$ cat src/logic/decomp_pkg.sv
// shared types, metadata layout, size table and slot-free helper for the decompression subsystem
package decomp_pkg;

	typedef logic [31:0]  addr_t;       // memory byte address
	typedef logic [127:0] data_t;       // one 16-byte read beat
	typedef logic [7:0]   lst_idx_t;
	typedef logic [2:0]   size_code_t;
	typedef logic [5:0]   burst_cnt_t;
	typedef logic [9:0]   cpage_size_t; // compressed page size in bytes

	localparam int MAX_SLOTS = 5; // page slots per zspage

	// list entry table, one beat per entry, 256 entries up to 0x0008_1000
	localparam addr_t LST_BASE = 32'h0008_0000;
	localparam logic [63:0] LST_OWNER_MASK = 64'hff00_0000_0000_0000; // owner in bits 63:56

	localparam cpage_size_t cpage_size_tbl [8] = '{
		10'd64, 10'd128, 10'd192, 10'd256, 10'd384, 10'd512, 10'd640, 10'd768
	};

	typedef struct packed {
		logic [55:0]          rsvd;        // 127:72
		logic [MAX_SLOTS-1:0] pg_vld;      // 71:67
		size_code_t           size_code;   // 66:64
		addr_t                nxt_way_ptr; // 63:32
		addr_t                iway_ptr;    // 31:0
	} zspg_md_t;

	typedef struct packed {
		zspg_md_t    md;
		cpage_size_t cpage_size;
		addr_t       cpage_start; // new location of the page
		logic        update;
		logic        pp_ifl;      // zspage was full before this free
	} iway_pkt_t;

	typedef struct packed {
		logic  valid;
		addr_t addr;
	} ar_req_t;

	typedef struct packed {
		logic       valid;
		data_t      data;
		logic [1:0] resp;
		logic       last;
	} r_resp_t;

	typedef struct packed {
		logic        tbl_update;
		lst_idx_t    lst_idx;
		logic [63:0] lst_entry;
		size_code_t  ifl_idx;
	} tol_upd_t;

	typedef enum logic [3:0] {
		IDLE, REQ_IWAY, FETCH_IWAY, SET_FREE, FLUSH_FIFO, BURST_START, BURST,
		DECOMP_WAIT, FETCH_LST, DECODE_LST, PUSH_IFL, DONE, BUS_ERROR
	} mngr_state_e;

	// clears the valid bit of the first slot whose address is cpage_start
	function automatic zspg_md_t free_slot(zspg_md_t md, addr_t cpage_start);
		zspg_md_t res;
		addr_t    slot_addr;
		logic     hit;
		res = md;
		hit = 1'b0;
		for (int k = 0; k < MAX_SLOTS; k++) begin
			slot_addr = md.iway_ptr + addr_t'(k) * addr_t'(cpage_size_tbl[md.size_code]);
			if (!hit && slot_addr == cpage_start) begin
				res.pg_vld[k] = 1'b0;
				hit = 1'b1;
			end
		end
		return res;
	endfunction

endpackage
$ cat src/logic/decomp_subsys_top.sv
// top level of the decompression subsystem, joins host registers, manager and beat FIFO
`timescale 1ns/1ns
module decomp_subsys_top #(
	parameter int FIFO_DEPTH = 8,
	parameter int CNT_W      = 16
) (
	input  logic                  clk_i,
	input  logic                  rst_ni,
	input  logic                  psel,
	input  logic                  penable,
	input  logic                  pwrite,
	input  logic [4:0]            paddr,
	input  logic [31:0]           pwdata,
	output logic [31:0]           prdata,
	output logic                  pready,
	output logic                  pslverr,
	output decomp_pkg::ar_req_t   ar,
	input  logic                  arready,
	input  decomp_pkg::r_resp_t   r,
	output logic                  rready,
	output logic                  out_valid,
	output decomp_pkg::data_t     out_data,
	input  logic                  out_ready,
	output logic                  decomp_start,
	output decomp_pkg::iway_pkt_t iway_pkt,
	input  logic                  zspg_updated,
	output decomp_pkg::tol_upd_t  tol_upd,
	input  logic                  tbl_update_done
);
	import decomp_pkg::*;

	logic                        trigger;
	addr_t                       cpage_start;
	addr_t                       free_way;
	logic                        busy;
	logic                        done_pulse;
	logic                        bus_error;
	logic                        fifo_push;
	logic                        fifo_flush;
	logic [$clog2(FIFO_DEPTH):0] fifo_count;

	decomp_ctrl_regs #(.CNT_W(CNT_W)) decomp_ctrl_regs_i (
		.clk_i, .rst_ni, .psel, .penable, .pwrite, .paddr, .pwdata,
		.prdata, .pready, .pslverr, .trigger, .cpage_start, .free_way,
		.busy, .done_pulse, .bus_error
	);

	decomp_mngr #(.FIFO_DEPTH(FIFO_DEPTH)) decomp_mngr_i (
		.clk_i, .rst_ni, .trigger, .cpage_start, .free_way,
		.busy, .done_pulse, .bus_error, .ar, .arready, .r, .rready,
		.fifo_push, .fifo_flush, .fifo_count, .decomp_start,
		.iway_pkt, .zspg_updated, .tol_upd, .tbl_update_done
	);

	// beats go out only through the FIFO
	rd_beat_fifo #(.FIFO_DEPTH(FIFO_DEPTH)) rd_beat_fifo_i (
		.clk_i, .rst_ni, .flush(fifo_flush), .push(fifo_push), .push_data(r.data),
		.out_valid, .out_data, .out_ready, .count(fifo_count)
	);

endmodule

$ cat src/logic/rd_beat_fifo.sv
// beat FIFO between the read channel and the decompressor stream, flushed per job
`timescale 1ns/1ns
module rd_beat_fifo #(
	parameter int FIFO_DEPTH = 8
) (
	input  logic                        clk_i,
	input  logic                        rst_ni,
	input  logic                        flush,
	input  logic                        push,
	input  decomp_pkg::data_t           push_data,
	output logic                        out_valid,
	output decomp_pkg::data_t           out_data,
	input  logic                        out_ready,
	output logic [$clog2(FIFO_DEPTH):0] count
);
	import decomp_pkg::*;

	localparam int PW = $clog2(FIFO_DEPTH);

	data_t         mem [FIFO_DEPTH];
	logic [PW-1:0] wr_ptr;
	logic [PW-1:0] rd_ptr;
	logic          pop;

	assign out_valid = count != '0;
	assign out_data  = mem[rd_ptr];
	assign pop       = out_valid & out_ready;

	always_ff @(posedge clk_i) begin
		if (push && !flush) begin
			mem[wr_ptr] <= push_data;
		end
	end

	always_ff @(posedge clk_i or negedge rst_ni) begin
		if (!rst_ni) begin
			wr_ptr <= '0;
			rd_ptr <= '0;
			count  <= '0;
		end else if (flush) begin
			wr_ptr <= '0; // empty on the next cycle
			rd_ptr <= '0;
			count  <= '0;
		end else begin
			wr_ptr <= wr_ptr + PW'(push); // wraps at power-of-two depth
			rd_ptr <= rd_ptr + PW'(pop);
			count  <= count + (PW + 1)'(push) - (PW + 1)'(pop);
		end
	end

	a_no_overflow: assert property (@(posedge clk_i) disable iff (!rst_ni)
		push && !flush |-> count < FIFO_DEPTH)
		else $error("beat FIFO overflow");

	// count never wraps past full or below empty
	a_no_underflow: assert property (@(posedge clk_i) disable iff (!rst_ni)
		count <= FIFO_DEPTH)
		else $error("beat FIFO count out of range");

endmodule

$ cat src/logic/decomp_mngr.sv
// decompression manager FSM, walks zspage metadata, frees the slot, streams the page, pushes free list
`timescale 1ns/1ns
module decomp_mngr #(
	parameter int FIFO_DEPTH = 8
) (
	input  logic                        clk_i,
	input  logic                        rst_ni,
	input  logic                        trigger,
	input  decomp_pkg::addr_t           cpage_start,
	input  decomp_pkg::addr_t           free_way,
	output logic                        busy,
	output logic                        done_pulse,
	output logic                        bus_error,
	output decomp_pkg::ar_req_t         ar,
	input  logic                        arready,
	input  decomp_pkg::r_resp_t         r,
	output logic                        rready,
	output logic                        fifo_push,
	output logic                        fifo_flush,
	input  logic [$clog2(FIFO_DEPTH):0] fifo_count,
	output logic                        decomp_start,
	output decomp_pkg::iway_pkt_t       iway_pkt,
	input  logic                        zspg_updated,
	output decomp_pkg::tol_upd_t        tol_upd,
	input  logic                        tbl_update_done
);
	import decomp_pkg::*;

	localparam int CW = $clog2(FIFO_DEPTH) + 1;

	mngr_state_e   state;
	addr_t         cpage_q;    // job latched at trigger
	addr_t         free_q;
	burst_cnt_t    burst_left; // reads still to issue
	logic [CW-1:0] outst;      // issued but not returned
	logic [CW:0]   occupancy;
	logic          in_burst;
	logic          r_fire;
	logic          r_err;
	logic          can_issue;
	zspg_md_t      beat_md;
	lst_idx_t      lst_idx;
	addr_t         lst_addr;

	assign rready     = 1'b1; // FIFO space reserved before issue
	assign r_fire     = r.valid & rready;
	assign r_err      = r.resp != 2'b00;
	assign in_burst   = state inside {BURST_START, BURST};
	assign fifo_push  = r_fire & in_burst & !r_err;
	assign fifo_flush = state == FLUSH_FIFO;
	assign busy       = state != IDLE;
	assign done_pulse = state == DONE;
	assign bus_error  = state == BUS_ERROR;
	assign beat_md    = zspg_md_t'(r.data);

	assign occupancy = {1'b0, outst} + {1'b0, fifo_count};
	assign can_issue = (!ar.valid || arready) && burst_left != '0 && occupancy < FIFO_DEPTH;

	// list entry of the zspage, indexed by its 4 KB frame
	assign lst_idx  = lst_idx_t'((iway_pkt.md.iway_ptr - {LST_BASE[31:12], 12'h000}) >> 12)
		+ lst_idx_t'(1);
	assign lst_addr = LST_BASE + {20'h0, lst_idx, 4'h0};

	always_ff @(posedge clk_i) begin
		if (state == IDLE && trigger) begin
			cpage_q <= cpage_start;
			free_q  <= free_way;
		end
	end

	always_ff @(posedge clk_i or negedge rst_ni) begin
		if (!rst_ni) begin
			state        <= IDLE;
			ar           <= '0;
			iway_pkt     <= '0;
			tol_upd      <= '0;
			decomp_start <= 1'b0;
			burst_left   <= '0;
			outst        <= '0;
		end else begin
			decomp_start <= 1'b0;
			if (ar.valid && arready) begin
				ar.valid <= 1'b0;
			end
			case (state)
				IDLE: begin
					if (trigger) begin
						state <= REQ_IWAY;
					end
				end
				REQ_IWAY: begin
					ar.valid <= 1'b1;
					ar.addr  <= {cpage_q[31:12], 12'h000}; // metadata at page base
					state    <= FETCH_IWAY;
				end
				FETCH_IWAY: begin
					if (r_fire) begin
						if (r_err) begin
							state <= BUS_ERROR;
						end else if (beat_md.iway_ptr == ar.addr) begin // self pointer marks iway
							iway_pkt.md     <= beat_md;
							iway_pkt.pp_ifl <= &beat_md.pg_vld;
							state           <= SET_FREE;
						end else begin
							ar.valid <= 1'b1;
							ar.addr  <= beat_md.iway_ptr;
						end
					end
				end
				SET_FREE: begin
					iway_pkt.md          <= free_slot(iway_pkt.md, cpage_q);
					iway_pkt.cpage_size  <= cpage_size_tbl[iway_pkt.md.size_code];
					iway_pkt.cpage_start <= free_q;
					burst_left <= burst_cnt_t'(cpage_size_tbl[iway_pkt.md.size_code] >> 4);
					outst      <= '0;
					state      <= FLUSH_FIFO;
				end
				FLUSH_FIFO: state <= BURST_START;
				BURST_START: begin
					ar.valid   <= 1'b1; // FIFO just flushed, room for one
					ar.addr    <= cpage_q;
					burst_left <= burst_left - 1'b1;
					outst      <= CW'(1);
					state      <= BURST;
				end
				BURST: begin
					if (can_issue) begin
						ar.valid   <= 1'b1;
						ar.addr    <= ar.addr + 32'd16;
						burst_left <= burst_left - 1'b1;
					end
					outst <= outst + CW'(can_issue) - CW'(r_fire);
					if (r_fire && r_err) begin
						state <= BUS_ERROR;
					end else if (burst_left == '0 && outst == '0) begin
						decomp_start    <= 1'b1;
						iway_pkt.update <= 1'b1;
						state           <= DECOMP_WAIT;
					end
				end
				DECOMP_WAIT: begin
					if (zspg_updated) begin
						iway_pkt.update <= 1'b0;
						if (iway_pkt.pp_ifl) begin
							ar.valid <= 1'b1;
							ar.addr  <= lst_addr;
							state    <= FETCH_LST;
						end else begin
							state <= DONE;
						end
					end
				end
				FETCH_LST: begin
					if (r_fire) begin
						if (r_err) begin
							state <= BUS_ERROR;
						end else begin
							tol_upd.lst_entry <= r.data[63:0];
							state             <= DECODE_LST;
						end
					end
				end
				DECODE_LST: begin
					tol_upd.lst_entry  <= tol_upd.lst_entry & ~LST_OWNER_MASK; // drop owner
					tol_upd.lst_idx    <= lst_idx;
					tol_upd.ifl_idx    <= iway_pkt.md.size_code;
					tol_upd.tbl_update <= 1'b1;
					state              <= PUSH_IFL;
				end
				PUSH_IFL: begin
					if (tbl_update_done) begin
						tol_upd.tbl_update <= 1'b0;
						state              <= DONE;
					end
				end
				DONE:      state <= IDLE;
				BUS_ERROR: state <= BUS_ERROR; // held until reset
				default:   state <= IDLE;
			endcase
		end
	end

	a_ar_stable: assert property (@(posedge clk_i) disable iff (!rst_ni)
		ar.valid && !arready |=> ar.valid && $stable(ar.addr))
		else $error("ar changed while stalled");

	a_r_last: assert property (@(posedge clk_i) disable iff (!rst_ni)
		r.valid |-> r.last)
		else $error("read beat without last");

	a_push_room: assert property (@(posedge clk_i) disable iff (!rst_ni)
		fifo_push |-> fifo_count < FIFO_DEPTH)
		else $error("push into full beat FIFO");

endmodule

$ cat src/logic/decomp_ctrl_regs.sv
// APB register block holding the decompression job, its trigger, status and done counter
`timescale 1ns/1ns
module decomp_ctrl_regs #(
	parameter int CNT_W = 16
) (
	input  logic              clk_i,
	input  logic              rst_ni,
	input  logic              psel,
	input  logic              penable,
	input  logic              pwrite,
	input  logic [4:0]        paddr,
	input  logic [31:0]       pwdata,
	output logic [31:0]       prdata,
	output logic              pready,
	output logic              pslverr,
	output logic              trigger,
	output decomp_pkg::addr_t cpage_start,
	output decomp_pkg::addr_t free_way,
	input  logic              busy,
	input  logic              done_pulse,
	input  logic              bus_error
);
	localparam logic [4:0] ADDR_CTRL   = 5'h00;
	localparam logic [4:0] ADDR_CPAGE  = 5'h04;
	localparam logic [4:0] ADDR_FREE   = 5'h08;
	localparam logic [4:0] ADDR_STATUS = 5'h0c;
	localparam logic [4:0] ADDR_DCNT   = 5'h10;

	logic             access;
	logic             addr_ok;
	logic             ctrl_reject;
	logic             wr_ok;
	logic             done_q;
	logic [CNT_W-1:0] done_cnt;

	assign access      = psel & penable;
	assign addr_ok     = paddr inside {ADDR_CTRL, ADDR_CPAGE, ADDR_FREE, ADDR_STATUS, ADDR_DCNT};
	assign ctrl_reject = pwrite && paddr == ADDR_CTRL && (busy || trigger); // job still pending
	assign pready      = 1'b1; // zero wait states
	assign pslverr     = access & (!addr_ok | ctrl_reject);
	assign wr_ok       = access & pwrite & !pslverr;

	always_comb begin
		prdata = '0;
		case (paddr)
			ADDR_CPAGE:  prdata = cpage_start;
			ADDR_FREE:   prdata = free_way;
			ADDR_STATUS: prdata = {29'd0, bus_error, done_q, busy};
			ADDR_DCNT:   prdata = 32'(done_cnt);
			default:     prdata = '0; // CTRL reads as zero
		endcase
	end

	always_ff @(posedge clk_i or negedge rst_ni) begin
		if (!rst_ni) begin
			trigger     <= 1'b0;
			cpage_start <= '0;
			free_way    <= '0;
			done_q      <= 1'b0;
			done_cnt    <= '0;
		end else begin
			trigger <= wr_ok && paddr == ADDR_CTRL && pwdata[0]; // one-cycle pulse
			if (wr_ok && paddr == ADDR_CPAGE) begin
				cpage_start <= pwdata;
			end
			if (wr_ok && paddr == ADDR_FREE) begin
				free_way <= pwdata;
			end
			// completion wins over a clear in the same cycle
			if (done_pulse) begin
				done_q   <= 1'b1;
				done_cnt <= done_cnt + 1'b1;
			end else if (wr_ok && paddr == ADDR_STATUS && pwdata[1]) begin
				done_q <= 1'b0;
			end
		end
	end

endmodule

$ cat config.mk
export PLATFORM = sky130hd
export DESIGN_NAME = decomp_subsys_top
export DESIGN_NICKNAME = d
export VERILOG_FILES = /design/src/logic/decomp_pkg.sv /design/src/logic/decomp_subsys_top.sv /design/src/logic/rd_beat_fifo.sv /design/src/logic/decomp_mngr.sv /design/src/logic/decomp_ctrl_regs.sv
export SDC_FILE = /design/constraint.sdc
export NUM_CORES = 2
export LEC_CHECK = 0
export BUFFER_PORTS_ARGS = -buffer_cell sky130_fd_sc_hd__buf_4
export CORE_ASPECT_RATIO = 1.4
export CORE_MARGIN = 5
export CORE_UTILIZATION = 39
export CTS_BUF_LIST = sky130_fd_sc_hd__clkbuf_2 sky130_fd_sc_hd__clkbuf_4 sky130_fd_sc_hd__clkbuf_8
export DETAILED_ROUTE_END_ITERATION = 16
export PLACE_DENSITY = 0.56
export SLEW_MARGIN = 20
export SYNTH_ARGS = -nofsm -noshare
export SYNTH_HDL_FRONTEND = slang
export SYNTH_HIERARCHICAL = 1
export SYNTH_SLANG_ARGS = --single-unit
$ cat constraint.sdc
create_clock -name clk_i -period 13.9 [get_ports clk_i]
set_input_delay 2.085 -clock clk_i [delete_from_list [all_inputs] [get_ports clk_i]]
set_output_delay 2.085 -clock clk_i [all_outputs]
set_load 0.005 [all_outputs]
# Word-level counts from Yosys, hierarchy flattened
# Memories as Yosys holds them, arrays and structs flattened.
# Cells that the tools add are included.
classes:
  addsub: 17
  n_mul: 1
  n_lt_le_gt_ge: 2
  n_eq_ne: 42
  muxes: 62
  n_bitwise: 12
  reduce_logical: 62
ops:
  columns: ["cell", "count"]
  rows:
  - ["$mux 128", 3]
  - ["$pmux 128 s2", 1]
  - ["$mux 33", 6]
  - ["$eq 32x32->1", 6]
  - ["$pmux 33 s5", 1]
  - ["$mux 64", 2]
  - ["$pmux 32 s4", 1]
  - ["$pmux 64 s2", 1]
  - ["$add 32x12->32", 2]
  - ["$pmux 4 s12", 1]
  - ["$mux 4", 10]
  - ["$reduce_and 5->1", 7]
  - ["$add 32x10->32", 1]
  - ["$add 32x11->32", 1]
  - ["$add 32x5->32 const B", 1]
  - ["$mux 1", 25]
  - ["$add 20x12->21 const A", 1]
  - ["$eq 4x4->1 const B", 5]
  - ["$mux 10", 2]
  - ["$ne 2x2->1 const B", 10]
  - ["$sub 20x20->20 const B", 1]
  - ["$logic_and 1x1->1", 19]
  - ["$pmux 6 s3", 1]
  - ["$add 16x1->16 const B", 1]
  - ["41 further kinds", 89]
word_totals:
  reg_bits: 452
  mem_bits_rw: 1024
  rom_bits: 80
  in_bits: 178
  out_inout_bits: 446
  elab_cells: 234
  n_memories: 2
memory_table:
  columns: ["name", "words", "word_bits", "rd", "rd_ports_with_merged_regs", "write_ports", "line", "text"]
  rows:
  - ["rd_beat_fifo_i.mem", 8, 128, 1, 0, 1, "rd_beat_fifo.sv:20", "data_t mem [FIFO_DEPTH];"]
  - ["(no name shown)", 8, 10, 1, 0, 0, "decomp_mngr.sv:112", "iway_pkt.cpage_size <= cpage_size_tbl[iway_pkt.md.size_code];"]

# Longest topological paths before layout
depth:
  ltp_word: 21
  ltp_mapped: 18
  mapped_depth_nobuf: 18

# Hierarchy
# Netlist, hierarchy kept.
by_module_without_submodules:
  columns: ["mod", "n_inst", "cells_each", "area_each_um2", "seq_area_each_um2"]
  rows:
  - ["rd_beat_fifo", 1, 1543, 39536.7, 30999.7]
  - ["decomp_mngr", 1, 1997, 18189.9, 9178.8]
  - ["decomp_ctrl_regs", 1, 272, 3642.2, 2052.0]

# Least setup slack after synthesis
# No wires, ideal clock.
synth_timing:
  path_type: "input-to-reg"
  startpoint: "input port r[2] in the netlist's numbering"
  endpoint: "memory rd_beat_fifo_i/mem[4][0] in the netlist's numbering, enable pin"
  setup_time_ns: 0.928
  arrival_time_ns: 14.822
  t_required_ns: 12.972
  slack_ns: -1.851
  path_stages: 5
  n_path_buf: 0
  path_cell_list: "nor2_1 -> nand2_1 -> nor2b_1 -> nand2_1 -> nor4_1"
synth_between:
  elab_chain_len: 6
synth_rtl:
  columns: ["element", "line", "text"]
  rows:
  - ["start, declared", "decomp_subsys_top.sv:19", "input decomp_pkg::r_resp_t r,"]
  - ["$reduce_bool 2->1", "decomp_mngr.sv:47", "assign r_err = r.resp != 2'b00;"]
  - ["$logic_not 1->1", "decomp_mngr.sv:49", "assign fifo_push = r_fire & in_burst & !r_err;"]
  - ["$and 1x1->1", "decomp_mngr.sv:49", null]
  - ["net fifo_push", "decomp_subsys_top.sv:38", "logic fifo_push;"]
  - ["$logic_and 1x1->1", "rd_beat_fifo.sv:30", "if (push && !flush) begin"]
  - ["$mux 1", "rd_beat_fifo.sv:30", null]
  - ["$mux 1 (implied by the code)", "rd_beat_fifo.sv:31", "mem[wr_ptr] <= push_data;"]
  - ["end, declared", "rd_beat_fifo.sv:20", null]
# The timed path passes the listed nets, and every way through them passes these cells.

# Worst setup path after layout
layout_timing:
  startpoint: "register rd_beat_fifo_i.rd_ptr[2]"
  endpoint: "output port out_data[73]"
layout_between:
  elab_chain_len: 1
layout_rtl:
  columns: ["element", "line", "text"]
  rows:
  - ["start, declared", "rd_beat_fifo.sv:22", "logic [PW-1:0] rd_ptr;"]
  - ["start signal, assigned", "rd_beat_fifo.sv:46", "rd_ptr <= rd_ptr + PW'(pop);"]
  - ["$mem_v2 8x128", null, null]
  - ["end, declared", "decomp_subsys_top.sv:22", "output decomp_pkg::data_t out_data,"]
# No other way between the ends.

==> qor.txt <==
die span in y: 479 um
Hold Worst Slack: 0.438 ns
cts hold-fix bufs: 0
Slew HR: 26.5%
TritonCTS buffer count: 222
H-tree Lvls: 4
Buf/Inv on CP: 4
Initial Util: 39.2%
IO buf count: 614
DP Wirelength: 112000 um
Hold Crit Class: reg2reg
initial antenna violation count: 5
Worst VDD drop: 0.103 mV
CP endpoint kind: output port
Max FO, Critical Path: 70
RSZ-0062 raised after global routing: no
# setup viols final: 0
CP peak stage delay: 0.90 ns
startpoint type of the worst setup path: register
Die Wd: 345 um
most frequent cells in the layout: edfxtp_1 (1088), buf_4 (677), nand2_1 (553), dfrtp_1 (379), clkbuf_8 (246)
Remaining Overflow, GRT: 0
Post-CTS Setup Inserts: 0
post-DR vias/cell: 5.39
root cell of the clock tree: clkbuf_8
GRT met1 Usage: 26.5%
max_cap viols: 0
Final Wtd Congestion: 0.925
gr busiest metal: met2
mapped cell area: 61400 um2
mean routed wirelength per cell: 26.1 um
Remaining DRCs: 0
synthesis-stage register bit count: 1470
Syn Area/Cell: 16.1 um2
GR Util met3: 6.39%
Final period util: 51.2%
commonest non-fill, non-tap cell in the layout: edfxtp_1
Distinct cells, synth: 92
status: completed
Die ar.: 166000 um2
LEAKAGE: 0.0281 uW
delay-heaviest family, CP: buffers and inverters
Design Area, Final: 73000 um2
Final Hold Viols: 0
via count: 36.7k
Slowest-stage cell, CP: buf_4
Area Overhead vs Synth: 18.9%
post-synth top area share: 53.2%
ys async rst share: 26.0%
CTS tree: done
vias in the first global route: 38.4k
dominant cell type by area after synthesis: edfxtp_1
pin count of the biggest net entering global routing: 137
Final min period: 7.12 ns
area post-placement: 68000 um2
global-route wire length before repair: 259000 um
Worst Path Arrival: 5.04 ns
clk buf depth: 3
Layout Nets: 4733
number of synthesized flops with an enable pin: 1088
Cells after Synth: 3812
1st-pass router iterations: 6
CTS clk-pin slew, worst paths: 0.07 ns
Antenna Nets Post-Route: 0
Total GRT Usage: 21.0%
CTS sink cnt: 1470
Yosys warnings: 6
pwr dens: 163 nW/um2
register area share after synthesis: 68.8%
row count: 172
Layout Skew: 0.0679 ns
CP required: 11.81 ns
crit path cell chain: buf_4, buf_4, buf_4, mux4_2, mux2_2, buf_4
CORE AREA: 157000 um2
most used cell, CP: buf_4
fin. max-slew vios: 0
WL final: 177000 um
proportion of layout cells with a drive suffix above 1: 31.4%
Max Clk Rate: 140 MHz
Tightest Pin Transition: 1.10 ns
post-route setup TNS: 0 ns
Worst-Skew Late Latency: 0.98 ns
Synth area leaders: edfxtp_1 (53%), dfrtp_1 (16%), mux4_2 (7.0%)
ys flop type: edfxtp_1
M2 GR Usage: 34.4%
cts repair resizes: 0
worst setup path class: reg2out
IO Pins: 624
Filler Cells Inserted: 13.9k
initial DRC count: 2638
cells by family (layout without fill, tap and decap cells):
kind of cell | after synthesis | in the layout | synth area share (%)
other cells | 3 | 16 | 0.0183
fa+ha+maj | 48 | 48 | 1.06
simple gates | 1057 | 1057 | 7.90
flops | 1470 | 1470 | 68.8
xor+xnor | 157 | 157 | 2.24
buf+inv | 283 | 1174 | 2.62
mux | 468 | 468 | 13.7
compound gates | 326 | 326 | 3.68
final cells by class:
cell class,count,area (um2),share of cell area (%)
Tap cell,2088,2610,3.58
Antenna cell,8,20.0,0.0274
Multi-Input combinational cell,2064,17700,24.2
Timing Repair Buffer,683,5200,7.12
Inverter,66,248,0.339
Clock buffer,319,3930,5.39
Clock inverter,106,1050,1.44
Sequential cell,1470,42200,57.9
Yosys cell counts (30+ instances only):
library cell / number
a21oi_1: 53
xnor2_1: 84
mux2_2: 171
xor2_1: 73
mux4_1: 66
nand3_1: 230
mux4_2: 190
nor2_1: 81
inv_1: 66
edfxtp_1: 1088
clkbuf_1: 130
dfrtp_1: 382
o21ai_0: 83
nand2_1: 555
mux2_1: 30
nor4_1: 32
ha_1: 41
tightest hold or removal path: cells and delay by family (launching register included):
family	cells	cell delay (ns)
DFF	1	0.32
and+or+nand+nor	2	0.10
report_power, final:
group          internal [uW]  switching [uW]  leakage, uW
logic                   1370            1350       0.0107
registers               4950             287       0.0148
clock network           2150            1760      0.00264
through the flow:
stage	power (uW)	std cells	setup slack, ns	util, %
2_1_floorplan	6830	3817	1.34	-
3_3_place_gp	8060	6371	7.58	43.4
3_5_place_dp	8080	6371	7.57	43.4
4_1_cts	12000	6796	6.50	46.6
5_1_grt	12400	6797	6.46	46.6
6_report	11900	6804	6.78	46.6
flip-flops by register name, indices dropped and copies added (netlist names), 4 cells and up:
register and count:
rd_beat_fifo_i/mem 1024, decomp_mngr_i/iway_pkt 166, decomp_mngr_i/ar 33, decomp_mngr_i/cpage_q 32, decomp_mngr_i/free_q 32, decomp_mngr_i/burst_left 6, decomp_mngr_i/tol_upd 76, decomp_mngr_i/state 4
decomp_mngr_i/outst 4, decomp_ctrl_regs_i/done_cnt 16, decomp_ctrl_regs_i/cpage_start 32, rd_beat_fifo_i/count 4, decomp_ctrl_regs_i/free_way 32
metal layers:
metal,up-vias,routed length [um]
met5,-,20
met4,4,6130
met3,305,13900
li1,16100,-
met1,19000,72500
met2,1306,84800
final timing paths:
kind	end	cells after the start	from	slack [ns]
hold / removal	decomp_mngr_i/iway_pkt[24]$_DFFE_PN0P_	2	decomp_mngr_i/free_q[22]$_DFFE_PP_	0.44
min in group asynchronous	decomp_ctrl_regs_i/free_way[28]$_DFFE_PN0P_	1	rst_ni	1.14
setup / recovery	out_data[73]	6	rd_beat_fifo_i/rd_ptr[2]$_DFF_PN0_	6.78
setup reg to reg	decomp_mngr_i/iway_pkt[115]$_DFFE_PN0P_	17	decomp_mngr_i/iway_pkt[108]$_DFFE_PN0P_	8.41
max in group asynchronous	rd_beat_fifo_i/rd_ptr[2]$_DFF_PN0_	3	rst_ni	10.39
hold reg to reg	decomp_mngr_i/iway_pkt[24]$_DFFE_PN0P_	2	decomp_mngr_i/free_q[22]$_DFFE_PP_	0.44
Power figures use the tool's default switching activity.
